### src/source/decodePkg.sv
// Decode package with RV32 widths, opcode and ALU encodings shared by the decode stage
package decodePkg;

    // Register and data width
    localparam int XLen = 32;

    // Register file address width
    localparam int RegAddrWidth = 5;

    // Size of one instruction in bytes
    localparam int InstrBytes = 4;

    // Major opcodes kept by the decoder
    typedef enum logic [6:0]
    {
        opLui    = 7'b0110111,
        opAuipc  = 7'b0010111,
        opJal    = 7'b1101111,
        opJalr   = 7'b1100111,
        opBranch = 7'b1100011,
        opLoad   = 7'b0000011,
        opStore  = 7'b0100011,
        opImm    = 7'b0010011,
        opReg    = 7'b0110011
    } opcodeT;

    // ALU operation class seen by the execute stage
    typedef enum logic [2:0]
    {
        aluOpMem    = 3'd0,
        aluOpBranch = 3'd1,
        aluOpArith  = 3'd2,
        aluOpJal    = 3'd3,
        aluOpLui    = 3'd4,
        aluOpAuipc  = 3'd5,
        aluOpJalr   = 3'd7
    } aluOpT;

    // ALU function select, code 5 is not used
    typedef enum logic [4:0]
    {
        aluAnd    = 5'd0,
        aluOr     = 5'd1,
        aluAdd    = 5'd2,
        aluXor    = 5'd3,
        aluSub    = 5'd4,
        aluSll    = 5'd6,
        aluSrl    = 5'd7,
        aluSra    = 5'd8,
        aluSlt    = 5'd9,
        aluSltu   = 5'd10,
        aluMul    = 5'd11,
        aluMulh   = 5'd12,
        aluMulhsu = 5'd13,
        aluMulhu  = 5'd14,
        aluDiv    = 5'd15,
        aluDivu   = 5'd16,
        aluRem    = 5'd17,
        aluRemu   = 5'd18
    } aluCtrlT;

    // func7 field values
    localparam logic [6:0] func7Base   = 7'h00;
    localparam logic [6:0] func7Alt    = 7'h20;
    localparam logic [6:0] func7MulDiv = 7'h01;

endpackage

### src/source/aluControlDecoder.sv
// ALU control decoder, picks the ALU function from opcode, func3 and func7 incl. RV32M
module aluControlDecoder (
    input  logic [decodePkg::XLen-1:0] instruction,
    output decodePkg::aluCtrlT         aluControl
);

    import decodePkg::*;

    opcodeT     opcode;
    logic [2:0] func3;
    logic [6:0] func7;

    assign opcode = opcodeT'(instruction[6:0]);
    assign func3  = instruction[14:12];
    assign func7  = instruction[31:25];

    always_comb
    begin
        aluControl = aluAnd;
        case (opcode)
            // Address and link computations all add
            opLui, opAuipc, opJal, opJalr, opLoad, opStore:
                aluControl = aluAdd;
            // Compare by subtraction
            opBranch:
                aluControl = aluSub;
            opImm:
            begin
                case (func3)
                    3'b000: aluControl = aluAdd;
                    3'b001: aluControl = aluSll;
                    3'b010: aluControl = aluSlt;
                    3'b011: aluControl = aluSltu;
                    3'b100: aluControl = aluXor;
                    3'b110: aluControl = aluOr;
                    3'b111: aluControl = aluAnd;
                    // SRLI or SRAI by func7
                    3'b101:
                    begin
                        if (func7 == func7Base)
                        begin
                            aluControl = aluSrl;
                        end
                        else if (func7 == func7Alt)
                        begin
                            aluControl = aluSra;
                        end
                    end
                    default: aluControl = aluAnd;
                endcase
            end
            opReg:
            begin
                if (func7 == func7Base)
                begin
                    case (func3)
                        3'b000: aluControl = aluAdd;
                        3'b001: aluControl = aluSll;
                        3'b010: aluControl = aluSlt;
                        3'b011: aluControl = aluSltu;
                        3'b100: aluControl = aluXor;
                        3'b101: aluControl = aluSrl;
                        3'b110: aluControl = aluOr;
                        default: aluControl = aluAnd;
                    endcase
                end
                else if (func7 == func7Alt)
                begin
                    // Only SUB and SRA exist here
                    if (func3 == 3'b000)
                    begin
                        aluControl = aluSub;
                    end
                    else if (func3 == 3'b101)
                    begin
                        aluControl = aluSra;
                    end
                end
                else if (func7 == func7MulDiv)
                begin
                    // RV32M multiply and divide
                    case (func3)
                        3'b000: aluControl = aluMul;
                        3'b001: aluControl = aluMulh;
                        3'b010: aluControl = aluMulhsu;
                        3'b011: aluControl = aluMulhu;
                        3'b100: aluControl = aluDiv;
                        3'b101: aluControl = aluDivu;
                        3'b110: aluControl = aluRem;
                        default: aluControl = aluRemu;
                    endcase
                end
            end
            default:
                aluControl = aluAnd;
        endcase
    end

endmodule

### src/source/controlDecoder.sv
// Main control decoder, maps the opcode to memory, writeback, ALU source and PC controls
module controlDecoder (
    input  logic [decodePkg::XLen-1:0] instruction,
    output logic                       memWrite,
    output logic                       memRead,
    output logic                       regWrite,
    output logic                       aluSrc,
    output logic                       pcSrc,
    output decodePkg::aluOpT           aluOp,
    output logic [2:0]                 branchType
);

    import decodePkg::*;

    opcodeT opcode;

    assign opcode = opcodeT'(instruction[6:0]);

    always_comb
    begin
        // Anything unknown falls through as a NOP
        memWrite   = 1'b0;
        memRead    = 1'b0;
        regWrite   = 1'b0;
        aluSrc     = 1'b0;
        pcSrc      = 1'b0;
        aluOp      = aluOpMem;
        branchType = 3'b000;

        case (opcode)
            opLui:
            begin
                aluSrc   = 1'b1;
                regWrite = 1'b1;
                aluOp    = aluOpLui;
            end
            opAuipc:
            begin
                aluSrc   = 1'b1;
                regWrite = 1'b1;
                aluOp    = aluOpAuipc;
            end
            opJal:
            begin
                regWrite = 1'b1;
                pcSrc    = 1'b1;
                aluOp    = aluOpJal;
            end
            opJalr:
            begin
                regWrite = 1'b1;
                pcSrc    = 1'b1;
                aluOp    = aluOpJalr;
            end
            // Branch condition comes from func3
            opBranch:
            begin
                pcSrc      = 1'b1;
                aluOp      = aluOpBranch;
                branchType = instruction[14:12];
            end
            opLoad:
            begin
                aluSrc   = 1'b1;
                regWrite = 1'b1;
                memRead  = 1'b1;
            end
            opStore:
            begin
                aluSrc   = 1'b1;
                memWrite = 1'b1;
            end
            opImm:
            begin
                aluSrc   = 1'b1;
                regWrite = 1'b1;
                aluOp    = aluOpArith;
            end
            opReg:
            begin
                regWrite = 1'b1;
                aluOp    = aluOpArith;
            end
            default:
                aluOp = aluOpMem;
        endcase
    end

endmodule

### src/source/decodeOutputReg.sv
// Decode output register, second stage holding decoded controls, immediate and operands
module decodeOutputReg (
    input  logic                                clk,
    input  logic                                rst,
    input  logic                                stall,
    input  logic [decodePkg::XLen-1:0]          immDec,
    input  logic                                memWriteDec,
    input  logic                                memReadDec,
    input  logic                                regWriteDec,
    input  logic                                aluSrcDec,
    input  logic                                pcSrcDec,
    input  decodePkg::aluOpT                    aluOpDec,
    input  logic [2:0]                          branchTypeDec,
    input  decodePkg::aluCtrlT                  aluControlDec,
    input  logic [decodePkg::XLen-1:0]          instruction,
    input  logic [decodePkg::XLen-1:0]          pcLatched,
    input  logic [decodePkg::XLen-1:0]          value1Latched,
    input  logic [decodePkg::XLen-1:0]          value2Latched,
    output logic [decodePkg::XLen-1:0]          imm,
    output logic                                memWrite,
    output logic                                memRead,
    output logic                                regWrite,
    output logic                                aluSrc,
    output logic                                pcSrc,
    output decodePkg::aluOpT                    aluOp,
    output logic [2:0]                          branchType,
    output decodePkg::aluCtrlT                  aluControl,
    output logic [decodePkg::RegAddrWidth-1:0]  regDest,
    output logic [decodePkg::XLen-1:0]          pcOut,
    output logic [decodePkg::XLen-1:0]          value1,
    output logic [decodePkg::XLen-1:0]          value2
);

    import decodePkg::*;

    always_ff @(posedge clk or posedge rst)
    begin
        if (rst)
        begin
            imm        <= '0;
            memWrite   <= 1'b0;
            memRead    <= 1'b0;
            regWrite   <= 1'b0;
            aluSrc     <= 1'b0;
            pcSrc      <= 1'b0;
            aluOp      <= aluOpMem;
            branchType <= 3'b000;
            aluControl <= aluAnd;
            regDest    <= '0;
            pcOut      <= '0;
            value1     <= '0;
            value2     <= '0;
        end
        else if (!stall)
        begin
            imm        <= immDec;
            memWrite   <= memWriteDec;
            memRead    <= memReadDec;
            regWrite   <= regWriteDec;
            aluSrc     <= aluSrcDec;
            pcSrc      <= pcSrcDec;
            aluOp      <= aluOpDec;
            branchType <= branchTypeDec;
            aluControl <= aluControlDec;
            // rd field passes through even for a NOP
            regDest    <= instruction[7 +: RegAddrWidth];
            // Fetch has already moved one instruction ahead
            pcOut      <= pcLatched - XLen'(InstrBytes);
            value1     <= value1Latched;
            value2     <= value2Latched;
        end
    end

endmodule

### src/source/decodeTop.sv
// Decode stage top, latch then combinational decoders then output register
module decodeTop (
    input  logic                                clk,
    input  logic                                rst,
    input  logic                                stall,
    input  logic [decodePkg::XLen-1:0]          nextInstruction,
    input  logic [decodePkg::XLen-1:0]          pc,
    input  logic [decodePkg::XLen-1:0]          regValue1,
    input  logic [decodePkg::XLen-1:0]          regValue2,
    output logic [decodePkg::RegAddrWidth-1:0]  rs1Addr,
    output logic [decodePkg::RegAddrWidth-1:0]  rs2Addr,
    output logic [decodePkg::XLen-1:0]          imm,
    output logic                                memWrite,
    output logic                                memRead,
    output logic                                regWrite,
    output logic [decodePkg::RegAddrWidth-1:0]  regDest,
    output logic                                aluSrc,
    output decodePkg::aluOpT                    aluOp,
    output decodePkg::aluCtrlT                  aluControl,
    output logic                                pcSrc,
    output logic [2:0]                          branchType,
    output logic [decodePkg::XLen-1:0]          pcOut,
    output logic [decodePkg::XLen-1:0]          value1,
    output logic [decodePkg::XLen-1:0]          value2
);

    // First stage contents
    logic [decodePkg::XLen-1:0] instruction;
    logic [decodePkg::XLen-1:0] pcLatched;
    logic [decodePkg::XLen-1:0] value1Latched;
    logic [decodePkg::XLen-1:0] value2Latched;

    // Combinational decode results
    logic [decodePkg::XLen-1:0] immDec;
    logic                       memWriteDec;
    logic                       memReadDec;
    logic                       regWriteDec;
    logic                       aluSrcDec;
    logic                       pcSrcDec;
    decodePkg::aluOpT           aluOpDec;
    logic [2:0]                 branchTypeDec;
    decodePkg::aluCtrlT         aluControlDec;

    instrLatch instrLatch_i (
        .clk, .rst, .stall,
        .nextInstruction, .pc, .regValue1, .regValue2,
        .instruction, .pcLatched, .value1Latched, .value2Latched,
        .rs1Addr, .rs2Addr
    );

    immGenerator immGenerator_i (
        .instruction,
        .imm         (immDec)
    );

    controlDecoder controlDecoder_i (
        .instruction,
        .memWrite    (memWriteDec),
        .memRead     (memReadDec),
        .regWrite    (regWriteDec),
        .aluSrc      (aluSrcDec),
        .pcSrc       (pcSrcDec),
        .aluOp       (aluOpDec),
        .branchType  (branchTypeDec)
    );

    aluControlDecoder aluControlDecoder_i (
        .instruction,
        .aluControl  (aluControlDec)
    );

    decodeOutputReg decodeOutputReg_i (
        .clk, .rst, .stall,
        .immDec, .memWriteDec, .memReadDec, .regWriteDec, .aluSrcDec, .pcSrcDec,
        .aluOpDec, .branchTypeDec, .aluControlDec,
        .instruction, .pcLatched, .value1Latched, .value2Latched,
        .imm, .memWrite, .memRead, .regWrite, .aluSrc, .pcSrc,
        .aluOp, .branchType, .aluControl,
        .regDest, .pcOut, .value1, .value2
    );

endmodule

### src/source/immGenerator.sv
// Immediate generator, builds the sign-extended immediate for each RV32I format
module immGenerator (
    input  logic [decodePkg::XLen-1:0] instruction,
    output logic [decodePkg::XLen-1:0] imm
);

    import decodePkg::*;

    opcodeT     opcode;
    logic [2:0] func3;

    assign opcode = opcodeT'(instruction[6:0]);
    assign func3  = instruction[14:12];

    always_comb
    begin
        imm = '0;
        case (opcode)
            // U format, no sign extension needed
            opLui, opAuipc:
                imm = {instruction[31:12], 12'b0};
            // J format
            opJal:
                imm = {{12{instruction[31]}}, instruction[19:12], instruction[20],
                       instruction[30:21], 1'b0};
            // JALR only defined for func3 of zero
            opJalr:
            begin
                if (func3 == 3'b000)
                begin
                    imm = {{21{instruction[31]}}, instruction[30:20]};
                end
            end
            // I format
            opLoad, opImm:
                imm = {{21{instruction[31]}}, instruction[30:20]};
            // S format
            opStore:
                imm = {{21{instruction[31]}}, instruction[30:25], instruction[11:7]};
            // B format, offset in half words
            opBranch:
                imm = {{20{instruction[31]}}, instruction[7], instruction[30:25],
                       instruction[11:8], 1'b0};
            default:
                imm = '0;
        endcase
    end

endmodule

### src/source/instrLatch.sv
// Instruction latch, first decode register holding instruction, PC and operands
module instrLatch (
    input  logic                                clk,
    input  logic                                rst,
    input  logic                                stall,
    input  logic [decodePkg::XLen-1:0]          nextInstruction,
    input  logic [decodePkg::XLen-1:0]          pc,
    input  logic [decodePkg::XLen-1:0]          regValue1,
    input  logic [decodePkg::XLen-1:0]          regValue2,
    output logic [decodePkg::XLen-1:0]          instruction,
    output logic [decodePkg::XLen-1:0]          pcLatched,
    output logic [decodePkg::XLen-1:0]          value1Latched,
    output logic [decodePkg::XLen-1:0]          value2Latched,
    output logic [decodePkg::RegAddrWidth-1:0]  rs1Addr,
    output logic [decodePkg::RegAddrWidth-1:0]  rs2Addr
);

    import decodePkg::*;

    // Hold everything while stalled
    always_ff @(posedge clk or posedge rst)
    begin
        if (rst)
        begin
            instruction   <= '0;
            pcLatched     <= '0;
            value1Latched <= '0;
            value2Latched <= '0;
        end
        else if (!stall)
        begin
            instruction   <= nextInstruction;
            pcLatched     <= pc;
            value1Latched <= regValue1;
            value2Latched <= regValue2;
        end
    end

    // Source register fields go straight to the register bank
    assign rs1Addr = instruction[15 +: RegAddrWidth];
    assign rs2Addr = instruction[20 +: RegAddrWidth];

endmodule

### config.mk
export PLATFORM = sky130hd
export DESIGN_NAME = decodeTop
export DESIGN_NICKNAME = d
export VERILOG_FILES = /design/src/source/decodePkg.sv /design/src/source/aluControlDecoder.sv /design/src/source/controlDecoder.sv /design/src/source/decodeOutputReg.sv /design/src/source/decodeTop.sv /design/src/source/immGenerator.sv /design/src/source/instrLatch.sv
export SDC_FILE = /design/constraint.sdc
export NUM_CORES = 1
export LEC_CHECK = 0
export CAP_MARGIN = 20
export CORE_UTILIZATION = 25
export CTS_CLUSTER_SIZE = 40
export DETAILED_ROUTE_END_ITERATION = 10
export DONT_BUFFER_PORTS = 1
export GPL_ROUTABILITY_DRIVEN = 0
export SLEW_MARGIN = 10
export SYNTH_ARGS = -nofsm -noshare
export SYNTH_HDL_FRONTEND = slang
export SYNTH_HIERARCHICAL = 1
export SYNTH_SLANG_ARGS = --single-unit
### constraint.sdc
create_clock -name clk -period 6.7 [get_ports clk]
set_input_delay 0.335 -clock clk [delete_from_list [all_inputs] [get_ports clk]]
set_output_delay 0.335 -clock clk [all_outputs]
set_load 0.01 [all_outputs]
==> out/qor.txt <==
TritonCTS Buffers: 34
Worst Setup Start Kind: flip-flop
ys flop type: dfrtp_1
worst r2r dst: decodeOutputReg_i/pcOut[24]
final WL: 30290 µm
die extent in x: 221.8 µm
Hold Path Origin: stall
ANT nets after route: 0
average cell area after synthesis: 13.87 µm²
pre-CTS setup slack: 4.146 ns
post-synthesis register bit count: 277
H-tree level count: 2
# nets final: 1118
Site Rows: 80
Reg-to-Reg Start: instrLatch_i/pcLatched[2]
core area: 47750 µm²
Pre-antenna DRT Iters: 7
initial antenna violation count: 4
combinational share of power: 9.2%
CTS Root Cell: clkbuf_16
Max Freq: 0.3880 GHz
Post-synth ARST share: 100.0%
Area Overhead vs Synth: 23.84%
smallest hold slack: 0.2374 ns
final worst slack: 4.123 ns
Worst Hold Path EP: decodeOutputReg_i/pcOut[29]
Leak Pwr: 6.211 nW
Top Ports: 290
Internal: 3.208 mW
pwr/cell area: 288.1 nW/µm²
Clock Skew: 0.02694 ns
vias in the first global route: 7997
Final setup viols: 0
synth unique cells: 76
Clock Latency Late Sink: 0.53 ns
CTS clk-pin slew, worst paths: 0.06 ns
final instance area: 14960 µm²
worst setup path class: reg -> reg
layout cells sized above 1: 34.03%
RSZ-0062 raised after global routing: false
post-synth net total: 1003
post-layout minimum cycle time: 2.577 ns
CTS tree: done
die area: 49210 µm²
critical path data arrival time: 3.01 ns
Initial DRC Count: 410
Clock power frac: 42.6%
nature of the critical path endpoint: flip-flop
max-slew violations: 0
CP required: 7.14 ns
first-pass GRT wire length: 48020 µm
Placed Area: 12490 µm²
post-synthesis sequential area ratio: 57.37%
peak supply drop: 0.1917 mV
sw power: 1.103 mW
I/O Buffers: 0
sw frac: 25.58%
R2R cell count: 6
HP Class: in -> reg
maximum root-to-sink buffer count: 3
total of warnings raised by yosys: 6
# DRC: 0
mapped cell area: 12080 µm²
Die Y: 221.8 µm
Final period util: 38.47%
pin count of the biggest net entering global routing: 158
status: finished, final reports clean
initial core utilization: 25.30%
grt total ovfl: 0
Post-synth EDFFs: 0
Setup Buffers After CTS: 0
hold depth: 2
Final Hold Viols: 0
number of max-cap violations: 0
Rel. slew slack: 39.87%
TNS Setup: 0 ns
vias: 7506
Seq pwr share: 48.2%
Final HPWL DP: 19810 µm
Cells after Synth: 871
r2r setup slk: 4.12 ns
detailed-route vias per instance: 4.616
Least-Margin Pin Slew: 0.9019 ns
clock net sink count: 277
GRT Total Usage: 12.41%
DR WL/cell: 18.63 µm
Critical Path Fanout Max: 6
## per-layer routing
metal	track usage [%]	vias to the layer above	part of all wire, %
met4	4.234	2	2.5
met5	0	-	0.043
met2	20.14	236	49
li1	-	3406	-
met3	4.426	50	8.1
met1	15.22	3812	41
## area by class of cell
type,count,area (µm²)
Antenna cell,3,7.507
Clock inverter,12,152.6
Clock buffer,46,957.2
Sequential cell,277,6932
Multi-Input combinational cell,529,4717
Tap cell,615,769.5
Fill cell,4699,32780
Timing Repair Buffer,136,1386
Inverter,8,40.04
## state kept, by name, summed over array words and instances, names as in the netlist
| signal | cells |
|---|---|
| decodeOutputReg_i/memRead | 1 |
| instrLatch_i/value1Latched | 32 |
| decodeOutputReg_i/aluControl | 5 |
| decodeOutputReg_i/imm | 32 |
| decodeOutputReg_i/pcOut | 32 |
| decodeOutputReg_i/regDest | 5 |
| decodeOutputReg_i/branchType | 3 |
| decodeOutputReg_i/pcSrc | 1 |
| decodeOutputReg_i/aluSrc | 1 |
| decodeOutputReg_i/regWrite | 1 |
| instrLatch_i/pcLatched | 32 |
| decodeOutputReg_i/aluOp | 3 |
| decodeOutputReg_i/memWrite | 1 |
| instrLatch_i/value2Latched | 32 |
| decodeOutputReg_i/value2 | 32 |
| decodeOutputReg_i/value1 | 32 |
| instrLatch_i/instruction | 32 |
## cell usage after synthesis, types with 4 or more instances
library cell / count / share of area, %
nand2_1: 25 / 0.78
xnor2_1: 11 / 0.80
o21ai_0: 20 / 0.83
nor2_1: 25 / 0.78
buf_4: 10 / 0.62
or3_1: 12 / 0.62
a22o_1: 4 / 0.29
a21o_1: 10 / 0.62
or2_2: 6 / 0.31
inv_1: 7 / 0.22
a21oi_1: 7 / 0.29
clkbuf_8: 8 / 0.91
buf_6: 8 / 0.75
or4_1: 12 / 0.75
nand3b_1: 4 / 0.25
o31ai_1: 5 / 0.31
and2_1: 9 / 0.47
nor3_1: 7 / 0.29
dfrtp_1: 277 / 57
o311ai_0: 4 / 0.29
a21o_2: 10 / 0.72
mux2_2: 249 / 23
nor4_1: 12 / 0.62
nand2b_1: 10 / 0.52
a31oi_1: 14 / 0.72
nor4b_1: 4 / 0.29
buf_2: 9 / 0.37
clkbuf_1: 20 / 0.62
## kinds of logic (layout without fill, tap and decap cells)
family / after synthesis / after routing / share of synthesized area (%)
compound gates: 101 / 101 / 6.224
xor+xnor: 13 / 13 / 0.9424
fa+ha+maj: 1 / 1 / 0.1035
buf+inv: 65 / 202 / 3.583
flops: 277 / 277 / 57.37
mux: 251 / 251 / 23.42
other cells: 0 / 3 / 0
simple gates: 163 / 163 / 8.358
## worst max path at each step
| stage | start | endpoint | depth (start not counted) |
|---|---|---|---|
| after floorplan | rst | decodeOutputReg_i/aluControl[0] | 1 |
| after global placement | instrLatch_i/pcLatched[2] | decodeOutputReg_i/pcOut[28] | 6 |
| after detailed placement | instrLatch_i/pcLatched[2] | decodeOutputReg_i/pcOut[28] | 6 |
| after CTS | instrLatch_i/pcLatched[2] | decodeOutputReg_i/pcOut[28] | 6 |
| after global routing | instrLatch_i/pcLatched[2] | decodeOutputReg_i/pcOut[30] | 6 |
| final | instrLatch_i/pcLatched[2] | decodeOutputReg_i/pcOut[24] | 6 |
## worst max-delay path, cell delays in order (launching register included)
cell	delay, ns
dfrtp_1	0.40
inv_1	0.08
ha_1	0.22
or4b_4	0.52
or4_4	0.59
or4_1	0.50
a31oi_1	0.18
## metrics by stage
| step | utilization (%) | cells | total power [mW] |
|---|---|---|---|
| after global placement | 26.16 | 1433 | 2.411 |
| final | 31.34 | 1626 | 4.310 |
| after detailed placement | 26.16 | 1433 | 2.426 |
| after global routing | 31.33 | 1625 | 4.503 |
| after CTS | 31.26 | 1622 | 4.388 |
| after floorplan | - | 871 | 2.345 |
## power groups by stage
stage / sequential [mW] / combinational, mW / clock [mW]
floorplan: 2.02 / 0.321 / 0
global placement: 2.10 / 0.308 / 0
detailed placement: 2.11 / 0.318 / 0
CTS: 2.08 / 0.399 / 1.91
global route: 2.11 / 0.439 / 1.96
finish: 2.08 / 0.396 / 1.84
## timing repair
action,in CTS,in global routing
endpoints found under the hold margin,323,0
gates resized for setup,0,0
hold buffers,131,0
## layout by cell type, fill, tap and decap left out, types with 4 or more instances in the layout
master / Yosys / layout
a21o_1: 10 / 10
a21o_2: 10 / 10
a21oi_1: 7 / 7
a22o_1: 4 / 4
a31oi_1: 14 / 14
and2_1: 9 / 9
buf_4: 10 / 4
clkbuf_1: 20 / 7
clkbuf_16: 0 / 35
clkbuf_8: 8 / 4
clkinv_2: 0 / 4
dfrtp_1: 277 / 277
dlygate4sd3_1: 0 / 130
inv_1: 7 / 5
inv_6: 0 / 4
mux2_2: 249 / 249
nand2_1: 25 / 25
nand2b_1: 10 / 10
nand3b_1: 4 / 4
nor2_1: 25 / 25
nor3_1: 7 / 7
nor4_1: 12 / 12
nor4b_1: 4 / 4
o21ai_0: 20 / 20
o311ai_0: 4 / 4
o31ai_1: 5 / 5
or2_2: 6 / 6
or3_1: 12 / 12
or4_1: 12 / 12
xnor2_1: 11 / 11
(Power assumes the default switching activity.)
